### config.mk
export PLATFORM = sky130hd
export DESIGN_NAME = atc_top
export DESIGN_NICKNAME = d
export VERILOG_FILES = /design/src/atc_msg_pkg.sv /design/src/atc_field_pkg.sv /design/src/atc_top.sv /design/src/reply_sender.sv /design/src/tower_controller.sv /design/src/runway_locks.sv /design/src/aircraft_id_pool.sv /design/src/atc_fifo.sv
export SDC_FILE = /design/constraint.sdc
export NUM_CORES = 1
export LEC_CHECK = 0
export ABC_AREA = 0
export ABC_CLOCK_PERIOD_IN_PS = 6800
export BUFFER_PORTS_ARGS = -buffer_cell sky130_fd_sc_hd__buf_2
export CAP_MARGIN = 20
export CORE_MARGIN = 8
export CORE_UTILIZATION = 50
export CTS_CLUSTER_DIAMETER = 150
export DETAILED_ROUTE_END_ITERATION = 16
export HOLD_SLACK_MARGIN = 0.15
export PLACE_DENSITY = 0.74
export SETUP_SLACK_MARGIN = 0.3
export SYNTH_ARGS = -nofsm -noshare
export SYNTH_HDL_FRONTEND = slang
export SYNTH_SLANG_ARGS = --single-unit
export TNS_END_PERCENT = 5
### constraint.sdc
create_clock -name clock -period 6.8 [get_ports clock]
set_input_delay 0.34 -clock clock [delete_from_list [all_inputs] [get_ports clock]]
set_output_delay 0.34 -clock clock [all_outputs]
set_load 0.1 [all_outputs]
### src/atc_msg_pkg.sv
// Message format shared by the input port, the reply FIFO and the reply port
// Plane ID type, message type codes and the ID pool size

package atc_msg_pkg;

  // Plane IDs
  localparam int ID_W = 4;
  localparam int NUM_IDS = 16;

  typedef logic [ID_W-1:0] id_t;

  // Action value that tells a plane no ID was available
  localparam logic [1:0] ACTION_ID_FULL = 2'd3;

  // Codes 0..3 arrive from aircraft, codes 4..7 go back out
  typedef enum logic [2:0] {
    REQUEST   = 3'd0,
    DECLARE   = 3'd1,
    EMERGENCY = 3'd2,
    ID_PLEASE = 3'd3,
    CLEAR     = 3'd4,
    HOLD      = 3'd5,
    SAY_AGAIN = 3'd6,
    DIVERT    = 3'd7
  } msg_type_t;

  // One 9-bit message with the plane ID in the top bits
  typedef struct packed {
    id_t       plane_id;
    msg_type_t msg_type;
    logic [1:0] msg_action;
  } msg_t;

endpackage
### src/atc_field_pkg.sv
// Airfield description: runway count, runway lock record, default queue depths

package atc_field_pkg;

  localparam int NUM_RUNWAYS = 2;

  // Depths used by the top level unless overridden
  localparam int DEFAULT_QUEUE_DEPTH = 4;
  localparam int DEFAULT_REPLY_DEPTH = 4;

  // One lock record per runway
  typedef struct packed {
    atc_msg_pkg::id_t owner;
    logic             active;
  } runway_t;

  // One busy bit per runway with bit 0 for runway 0
  typedef logic [NUM_RUNWAYS-1:0] busy_t;

endpackage

### src/atc_top.sv
// Airfield tower top level
// Tower controller feeding the reply FIFO, drained by the reply sender

`timescale 1ns/10ps

module atc_top #(
  parameter int QUEUE_DEPTH = atc_field_pkg::DEFAULT_QUEUE_DEPTH,
  parameter int REPLY_DEPTH = atc_field_pkg::DEFAULT_REPLY_DEPTH
) (
  input  logic                 clock,
  input  logic                 reset,
  input  logic                 in_req,
  input  atc_msg_pkg::msg_t    in_msg,
  output logic                 in_ack,
  output logic                 reply_req,
  output atc_msg_pkg::msg_t    reply_msg,
  input  logic                 reply_ack,
  output atc_field_pkg::busy_t runway_busy
);

  atc_msg_pkg::msg_t push_data;
  atc_msg_pkg::msg_t fifo_head;
  logic              push;
  logic              pop;
  logic              fifo_full;
  logic              fifo_empty;

  tower_controller #(.QUEUE_DEPTH(QUEUE_DEPTH)) controller (
    .clock(clock), .reset(reset),
    .in_req(in_req), .in_msg(in_msg), .in_ack(in_ack),
    .reply_data(push_data), .reply_push(push), .reply_full(fifo_full),
    .runway_busy(runway_busy)
  );

  atc_fifo #(.item_t(atc_msg_pkg::msg_t), .DEPTH(REPLY_DEPTH)) reply_fifo (
    .clock(clock), .reset(reset),
    .push(push), .push_data(push_data), .pop(pop),
    .head(fifo_head), .full(fifo_full), .empty(fifo_empty)
  );

  reply_sender sender (
    .clock(clock), .reset(reset),
    .fifo_head(fifo_head), .fifo_empty(fifo_empty), .pop(pop),
    .reply_req(reply_req), .reply_msg(reply_msg), .reply_ack(reply_ack)
  );

endmodule

### src/reply_sender.sv
// Reply sender: drains the reply FIFO over a four-phase req/ack port

`timescale 1ns/10ps

module reply_sender (
  input  logic              clock,
  input  logic              reset,
  input  atc_msg_pkg::msg_t fifo_head,
  input  logic              fifo_empty,
  output logic              pop,
  output logic              reply_req,
  output atc_msg_pkg::msg_t reply_msg,
  input  logic              reply_ack
);

  typedef enum logic [1:0] {
    IDLE,
    REQ,
    ACK_LOW
  } state_t;

  state_t state;

  assign reply_req = (state == REQ);
  // The FIFO entry is dropped once the sink has taken it
  assign pop = (state == REQ) && reply_ack;

  always_ff @(posedge clock) begin
    if (reset) begin
      state <= IDLE;
    end else begin
      case (state)
        IDLE:    if (!fifo_empty) state <= REQ;
        REQ:     if (reply_ack) state <= ACK_LOW;
        ACK_LOW: if (!reply_ack) state <= IDLE;
        default: state <= IDLE;
      endcase
    end
  end

  // Message stays stable for the whole request phase
  always_ff @(posedge clock) begin
    if ((state == IDLE) && !fifo_empty) reply_msg <= fifo_head;
  end

endmodule

### src/tower_controller.sv
// Tower controller: four-phase input port, message interpreter FSM,
// take-off and landing queues, ID pool, runway locks and reply builder

`timescale 1ns/10ps

module tower_controller #(
  parameter int QUEUE_DEPTH = 4
) (
  input  logic                 clock,
  input  logic                 reset,
  input  logic                 in_req,
  input  atc_msg_pkg::msg_t    in_msg,
  output logic                 in_ack,
  output atc_msg_pkg::msg_t    reply_data,
  output logic                 reply_push,
  input  logic                 reply_full,
  output atc_field_pkg::busy_t runway_busy
);

  typedef enum logic [1:0] {
    IDLE,
    DECODE,
    REPLY
  } state_t;

  state_t            state;
  state_t            next_state;
  atc_msg_pkg::msg_t cur_msg;
  atc_msg_pkg::msg_t reply_next;
  logic              load_reply;
  logic              accept;
  logic              land_first;
  logic              toggle_prio;
  logic              pick_landing;

  // Plane queues
  logic             takeoff_push, takeoff_pop, takeoff_full, takeoff_empty;
  logic             landing_push, landing_pop, landing_full, landing_empty;
  atc_msg_pkg::id_t takeoff_head, landing_head;

  // ID pool and runway locks
  logic                             take_id, release_id, pool_full;
  atc_msg_pkg::id_t                 free_id;
  logic [atc_msg_pkg::NUM_IDS-1:0] taken;
  logic                             lock, unlock, runway_sel, free_sel;
  atc_msg_pkg::id_t                 lock_owner;

  ////////////////////////////////////////////////////////////////////////////
  // Sub-blocks
  ////////////////////////////////////////////////////////////////////////////

  atc_fifo #(.item_t(atc_msg_pkg::id_t), .DEPTH(QUEUE_DEPTH)) takeoff_queue (
    .clock(clock), .reset(reset),
    .push(takeoff_push), .push_data(cur_msg.plane_id), .pop(takeoff_pop),
    .head(takeoff_head), .full(takeoff_full), .empty(takeoff_empty)
  );

  atc_fifo #(.item_t(atc_msg_pkg::id_t), .DEPTH(QUEUE_DEPTH)) landing_queue (
    .clock(clock), .reset(reset),
    .push(landing_push), .push_data(cur_msg.plane_id), .pop(landing_pop),
    .head(landing_head), .full(landing_full), .empty(landing_empty)
  );

  aircraft_id_pool id_pool (
    .clock(clock), .reset(reset),
    .release_id(release_id), .release_value(cur_msg.plane_id), .take_id(take_id),
    .free_id(free_id), .taken(taken), .full(pool_full)
  );

  runway_locks locks (
    .clock(clock), .reset(reset),
    .lock(lock), .unlock(unlock), .runway_sel(runway_sel),
    .lock_owner(lock_owner), .unlock_owner(cur_msg.plane_id), .busy(runway_busy)
  );

  // Lowest free runway
  assign free_sel = runway_busy[0];

  // Landing wins when only it has planes, or when it is its turn
  assign pick_landing = !landing_empty && (takeoff_empty || land_first);
  assign lock_owner   = pick_landing ? landing_head : takeoff_head;

  ////////////////////////////////////////////////////////////////////////////
  // Interpreter FSM
  ////////////////////////////////////////////////////////////////////////////

  always_comb begin
    next_state   = state;
    reply_next   = cur_msg;
    load_reply   = 1'b0;
    accept       = 1'b0;
    toggle_prio  = 1'b0;
    takeoff_push = 1'b0;
    takeoff_pop  = 1'b0;
    landing_push = 1'b0;
    landing_pop  = 1'b0;
    take_id      = 1'b0;
    release_id   = 1'b0;
    lock         = 1'b0;
    unlock       = 1'b0;
    runway_sel   = free_sel;
    reply_push   = 1'b0;

    case (state)
      IDLE: begin
        if (in_req && !in_ack) begin
          accept     = 1'b1;
          next_state = DECODE;
        end else if (!(&runway_busy) && !(takeoff_empty && landing_empty)) begin
          // Clear the next plane onto the lowest free runway
          landing_pop = pick_landing;
          takeoff_pop = !pick_landing;
          toggle_prio = !takeoff_empty && !landing_empty;
          lock        = 1'b1;
          load_reply  = 1'b1;
          reply_next  = '{plane_id: lock_owner, msg_type: atc_msg_pkg::CLEAR,
                          msg_action: {pick_landing, free_sel}};
          next_state  = REPLY;
        end
      end

      DECODE: begin
        next_state = IDLE;
        case (cur_msg.msg_type)
          atc_msg_pkg::ID_PLEASE: begin
            load_reply = 1'b1;
            next_state = REPLY;
            if (pool_full) begin
              reply_next = '{plane_id: '0, msg_type: atc_msg_pkg::ID_PLEASE,
                             msg_action: atc_msg_pkg::ACTION_ID_FULL};
            end else begin
              take_id    = 1'b1;
              reply_next = '{plane_id: free_id, msg_type: atc_msg_pkg::ID_PLEASE,
                             msg_action: 2'd0};
            end
          end

          atc_msg_pkg::REQUEST: begin
            // Unknown planes are ignored
            if (taken[cur_msg.plane_id]) begin
              load_reply = 1'b1;
              next_state = REPLY;
              reply_next.msg_action = 2'd0;
              if (cur_msg.msg_action[1] ? landing_full : takeoff_full) begin
                release_id          = 1'b1;
                reply_next.msg_type = atc_msg_pkg::DIVERT;
              end else begin
                landing_push        = cur_msg.msg_action[1];
                takeoff_push        = !cur_msg.msg_action[1];
                reply_next.msg_type = atc_msg_pkg::HOLD;
              end
            end
          end

          atc_msg_pkg::DECLARE: begin
            if (taken[cur_msg.plane_id]) begin
              release_id = 1'b1;
              unlock     = 1'b1;
              runway_sel = cur_msg.msg_action[0];
            end
          end

          default: begin
            load_reply = 1'b1;
            next_state = REPLY;
            reply_next = '{plane_id: cur_msg.plane_id, msg_type: atc_msg_pkg::SAY_AGAIN,
                           msg_action: 2'd0};
          end
        endcase
      end

      REPLY: begin
        // Hold here while the reply FIFO is full
        reply_push = !reply_full;
        if (!reply_full) next_state = IDLE;
      end

      default: next_state = IDLE;
    endcase
  end

  always_ff @(posedge clock) begin
    if (reset) begin
      state      <= IDLE;
      in_ack     <= 1'b0;
      land_first <= 1'b1;
    end else begin
      state <= next_state;
      if (accept) in_ack <= 1'b1;
      else if (!in_req) in_ack <= 1'b0;
      if (toggle_prio) land_first <= !land_first;
    end
  end

  always_ff @(posedge clock) begin
    if (accept) cur_msg <= in_msg;
    if (load_reply) reply_data <= reply_next;
  end

endmodule

### src/runway_locks.sv
// Runway lock records and busy vector
// Unlock only takes effect for the plane that holds the runway

`timescale 1ns/10ps

module runway_locks (
  input  logic                 clock,
  input  logic                 reset,
  input  logic                 lock,
  input  logic                 unlock,
  input  logic                 runway_sel,
  input  atc_msg_pkg::id_t     lock_owner,
  input  atc_msg_pkg::id_t     unlock_owner,
  output atc_field_pkg::busy_t busy
);

  atc_field_pkg::runway_t [atc_field_pkg::NUM_RUNWAYS-1:0] runways;

  always_comb begin
    for (int i = 0; i < atc_field_pkg::NUM_RUNWAYS; i++) begin
      busy[i] = runways[i].active;
    end
  end

  // Lock writes owner and active bit together
  // Unlock clears the active bit for the owner only
  always_ff @(posedge clock) begin
    if (reset) begin
      for (int i = 0; i < atc_field_pkg::NUM_RUNWAYS; i++) begin
        runways[i].active <= 1'b0;
      end
    end else if (lock) begin
      runways[runway_sel].active <= 1'b1;
      runways[runway_sel].owner  <= lock_owner;
    end else if (unlock && (runways[runway_sel].owner == unlock_owner)) begin
      runways[runway_sel].active <= 1'b0;
    end
  end

endmodule

### src/aircraft_id_pool.sv
// Aircraft ID pool: taken vector, lowest-free search and claim/release

`timescale 1ns/10ps

module aircraft_id_pool (
  input  logic                             clock,
  input  logic                             reset,
  input  logic                             release_id,
  input  atc_msg_pkg::id_t                 release_value,
  input  logic                             take_id,
  output atc_msg_pkg::id_t                 free_id,
  output logic [atc_msg_pkg::NUM_IDS-1:0] taken,
  output logic                             full
);

  assign full = &taken;

  // Scan downwards so the lowest clear bit is the last one written
  always_comb begin
    free_id = '0;
    for (int i = atc_msg_pkg::NUM_IDS - 1; i >= 0; i--) begin
      if (!taken[i]) free_id = atc_msg_pkg::id_t'(i);
    end
  end

  // A release in the same cycle as a take is served first
  always_ff @(posedge clock) begin
    if (reset) begin
      taken <= '0;
    end else if (release_id) begin
      taken[release_value] <= 1'b0;
    end else if (take_id && !full) begin
      taken[free_id] <= 1'b1;
    end
  end

endmodule

### src/atc_fifo.sv
// First-in first-out queue with a type parameter for the stored item
// Circular buffer with an occupancy count and a combinational head

`timescale 1ns/10ps

module atc_fifo #(
  parameter type item_t = logic [7:0],
  parameter int  DEPTH  = 4
) (
  input  logic  clock,
  input  logic  reset,
  input  logic  push,
  input  item_t push_data,
  input  logic  pop,
  output item_t head,
  output logic  full,
  output logic  empty
);

  localparam int PTR_W = (DEPTH > 1) ? $clog2(DEPTH) : 1;
  localparam int CNT_W = $clog2(DEPTH + 1);

  item_t            mem [DEPTH];
  logic [PTR_W-1:0] wr_ptr;
  logic [PTR_W-1:0] rd_ptr;
  logic [CNT_W-1:0] count;
  logic             do_push;
  logic             do_pop;

  // Wrap explicitly so any depth works, not only powers of two
  function automatic logic [PTR_W-1:0] next_ptr(input logic [PTR_W-1:0] ptr);
    return (ptr == PTR_W'(DEPTH - 1)) ? '0 : ptr + 1'b1;
  endfunction

  assign full    = (count == CNT_W'(DEPTH));
  assign empty   = (count == '0);
  assign do_push = push && !full;
  assign do_pop  = pop && !empty;
  assign head    = mem[rd_ptr];

  always_ff @(posedge clock) begin
    if (reset) begin
      wr_ptr <= '0;
      rd_ptr <= '0;
      count  <= '0;
    end else begin
      if (do_push) wr_ptr <= next_ptr(wr_ptr);
      if (do_pop) rd_ptr <= next_ptr(rd_ptr);
      // Push and pop together leave the count alone
      if (do_push && !do_pop) count <= count + 1'b1;
      else if (do_pop && !do_push) count <= count - 1'b1;
    end
  end

  always_ff @(posedge clock) begin
    if (do_push) mem[wr_ptr] <= push_data;
  end

endmodule

==> run metrics <==
outcome finished clean; Post-synth top flop edfxtp_1; layout cells sized above 1 15.2%; Crit. Startpoint controller.cur_msg[8]; CP Capture Point controller.takeoff_queue.count[2]; Finished Layout Cells 747; DIE AREA 17,600 um2; cell taking the most area after synthesis edfxtp_1; cts repair resizes 0; skew final 0.0122 ns; part of the power in the clock network 42.6%; Initial Utilization 51.2%; Worst setup EP type flop; Max stage delay on crit path 0.90 ns; Remaining DRCs 0; Final setup viols 0; Reg clk slew, reported paths 0.06 ns; unrepaired setup endpoints after global routing false; Final Cycle Share 52.6%; worst skew pair latency 0.42 ns; top cells by count, synth 103 x edfxtp_1, 49 x dfxtp_1, 46 x nor2_1; Logic pwr share 6.0%; Startpoint Class flop; reg2reg setup slack 3.22 ns; core area 13,200 um2; Final Hold Viols 0; Iteration-0 DRC Markers 396; top cell type's share of synthesized area 45.6%; CP Cell Sequence mux2i_1 > a22o_1 > or2_1 > o21ai_1 > ha_1 > inv_1 > fa_1 > xor2_1 > or3_1 > a21oi_1; number of synthesized flops with an enable pin 103; Tmin final 3.58 ns; Worst Max-Slew Pin Slew 0.903 ns; FF+latch count, synth 152; Critical Path RT 7.15 ns; clock buffer depth 2; routability cong. 0.925; clk root buf clkbuf_16; final WL 13.3 mm; Max-Cap Viols 0; delay-heaviest family, CP compound AO/OA/AOI/OAI gates; Sum Neg Setup Slack 0 ns; Mapped Cells 523; die width 132 um; RR Startpoint controller.cur_msg[8]; upper clock frequency limit 0.280 GHz; CP Depth 10; switching power total 0.000469 W; gr usage total 15.9%; chip height 132 um; Worst EP arrival 3.93 ns; DR WL/cell 17.8 um; vias in the first global route 4,346; HP Start in_req; first-pass detailed-route iteration total 5; fin. max-slew vios 0; IO Port Bufs 25; Leak 2.66 nW; antenna violations before repair 0; Syn. warnings 0; Hold WC Path Type primary input to flop; ys async rst share 0%; Critical R2R Capture controller.takeoff_queue.count[2]; site row count 42; Max VDD drop 136 uV; antenna-violating nets left 0; clk sinks 152; CP max FO 24; synth unique cells 66; drt via density 5.67; most frequent cell after synthesis edfxtp_1; largest net degree at the start of global routing 38; P&R area growth vs syn 13.1%; Final HPWL DP 9.34 mm; CP bufs+invs 1; vias 4,235; IO Pins 26; Antenna diodes 0; critical path class flop to flop; fillers 1,057; Pwr Density 262 nW/um2; syn_area_per_cell 13.0 um2; H-tree depth 4; Seq/Total Area, Yosys 60.0%; P_int 0.00154 W; ranking of synthesized cells by area edfxtp_1 46%, dfxtp_1 14%, mux4_2 6.3%; CTS tree done; Final nets 592; Syn Std Cell Area 6790 um2; Switching Fraction 23.3%; Slew headroom 39.8%; first-pass GRT wire length 21.9 mm; Worst R2R Path Depth 10; Flop pwr share 51.4%; Mapped Nets 557; dpl cells 705; Num CTS Buffers 17; slowest stage cell, crit path edfxtp_1; Remaining Overflow, GRT 0
-- final cells by class --
type / instances / area (um2) / area share [%]
Inverter: 24 / 90.1 / 1.17
Clock buffer: 19 / 433 / 5.64
Clock inverter: 13 / 105 / 1.37
Multi-Input combinational cell: 326 / 2520 / 32.8
Timing Repair Buffer: 37 / 235 / 3.06
Sequential cell: 152 / 4070 / 53.1
Tap cell: 176 / 220 / 2.87
-- timing repair --
item / CTS / global route
hold buffers: 9 / 0
buffers inserted: 0 / 0
endpoints found under the hold margin: 9 / 0
-- power by group through the flow --
stage	clock (W)	sequential (W)	combinational, W
6_report	0.000857	0.00103	0.000121
5_1_grt	0.000913	0.00104	0.000130
4_1_cts	0.000871	0.00103	0.000122
3_5_place_dp	0	0.00105	0.000118
3_3_place_gp	0	0.00105	0.000115
2_1_floorplan	0	0.00108	0.0000641
-- layout by cell type, fill, tap and decap left out, types with 9 or more instances in the layout --
cell type	n
nand2_1	23
edfxtp_1	103
nand4_1	9
nor2_1	46
mux2i_1	19
and2_1	19
nor3_1	17
o21ai_0	23
inv_1	24
a21oi_1	23
dfxtp_1	49
clkbuf_16	17
dlygate4sd3_1	9
buf_2	26
ha_1	18
mux4_2	19
-- registers in the layout (all words and copies together) (netlist names), 2 cells and up, named ones only --
name / cells
controller.takeoff_queue.count: 3
controller.takeoff_queue.mem: 16
controller.reply_data: 9
reply_fifo.mem: 36
controller.state: 2
reply_fifo.rd_ptr: 2
controller.cur_msg: 9
controller.takeoff_queue.rd_ptr: 2
controller.landing_queue.mem: 16
controller.id_pool.taken: 16
controller.landing_queue.wr_ptr: 2
sender.reply_msg: 9
reply_fifo.count: 3
sender.state: 2
controller.locks.busy: 2
controller.landing_queue.rd_ptr: 2
controller.locks.runways: 8
reply_fifo.wr_ptr: 2
controller.landing_queue.count: 3
controller.takeoff_queue.wr_ptr: 2
-- through the flow --
step | setup slack [ns] | power [W] | util [%] | cell area, um2 | hold WS (ns)
2_1_floorplan | 3.57 | 0.00114 | - | 6790 | 0.439
3_3_place_gp | 2.93 | 0.00117 | 53.2 | 7040 | 0.468
3_5_place_dp | 2.74 | 0.00117 | 53.2 | 7040 | 0.485
4_1_cts | 2.74 | 0.00203 | 57.9 | 7670 | 0.165
5_1_grt | 2.94 | 0.00208 | 58.0 | 7670 | 0.170
6_report | 3.22 | 0.00201 | 58.0 | 7670 | 0.174
-- worst reg2reg max path, cell delays in order (launching register included) --
cell,delay (ns)
edfxtp_1,0.90
mux2i_1,0.22
a22o_1,0.29
or2_1,0.25
o21ai_1,0.51
ha_1,0.28
inv_1,0.06
fa_1,0.37
xor2_1,0.18
or3_1,0.30
a21oi_1,0.14
-- how the worst min path moves through the flow --
stage | end | slack (ns) | depth (start not counted)
floorplan | controller.cur_msg[0] | 0.44 | 0
CTS | controller.in_ack | 0.16 | 2
detailed placement | controller.land_first | 0.49 | 2
global route | controller.in_ack | 0.17 | 2
global placement | reply_fifo.mem[2][4] | 0.47 | 0
finish | controller.in_ack | 0.17 | 2
-- layer usage --
metal / track usage, % / part of all wire (%) / vias up
met3: 4.39 / 5.3 / 22
met1: 19.3 / 44 / 2065
li1: - / - / 2028
met2: 25.7 / 48 / 120
met5: 0 / 0 / -
met4: 7.70 / 2.4 / 0
-- cells by family after synthesis --
family	share of synthesized area [%]
XOR/XNOR	1.94
adder cells (fa/ha/maj)	4.20
multiplexers	9.87
flip-flops	60.0
AO/OA/AOI/OAI	8.50
buffers and inverters	2.86
AND/OR/NAND/NOR	12.6
Power figures use the tool's default switching activity.
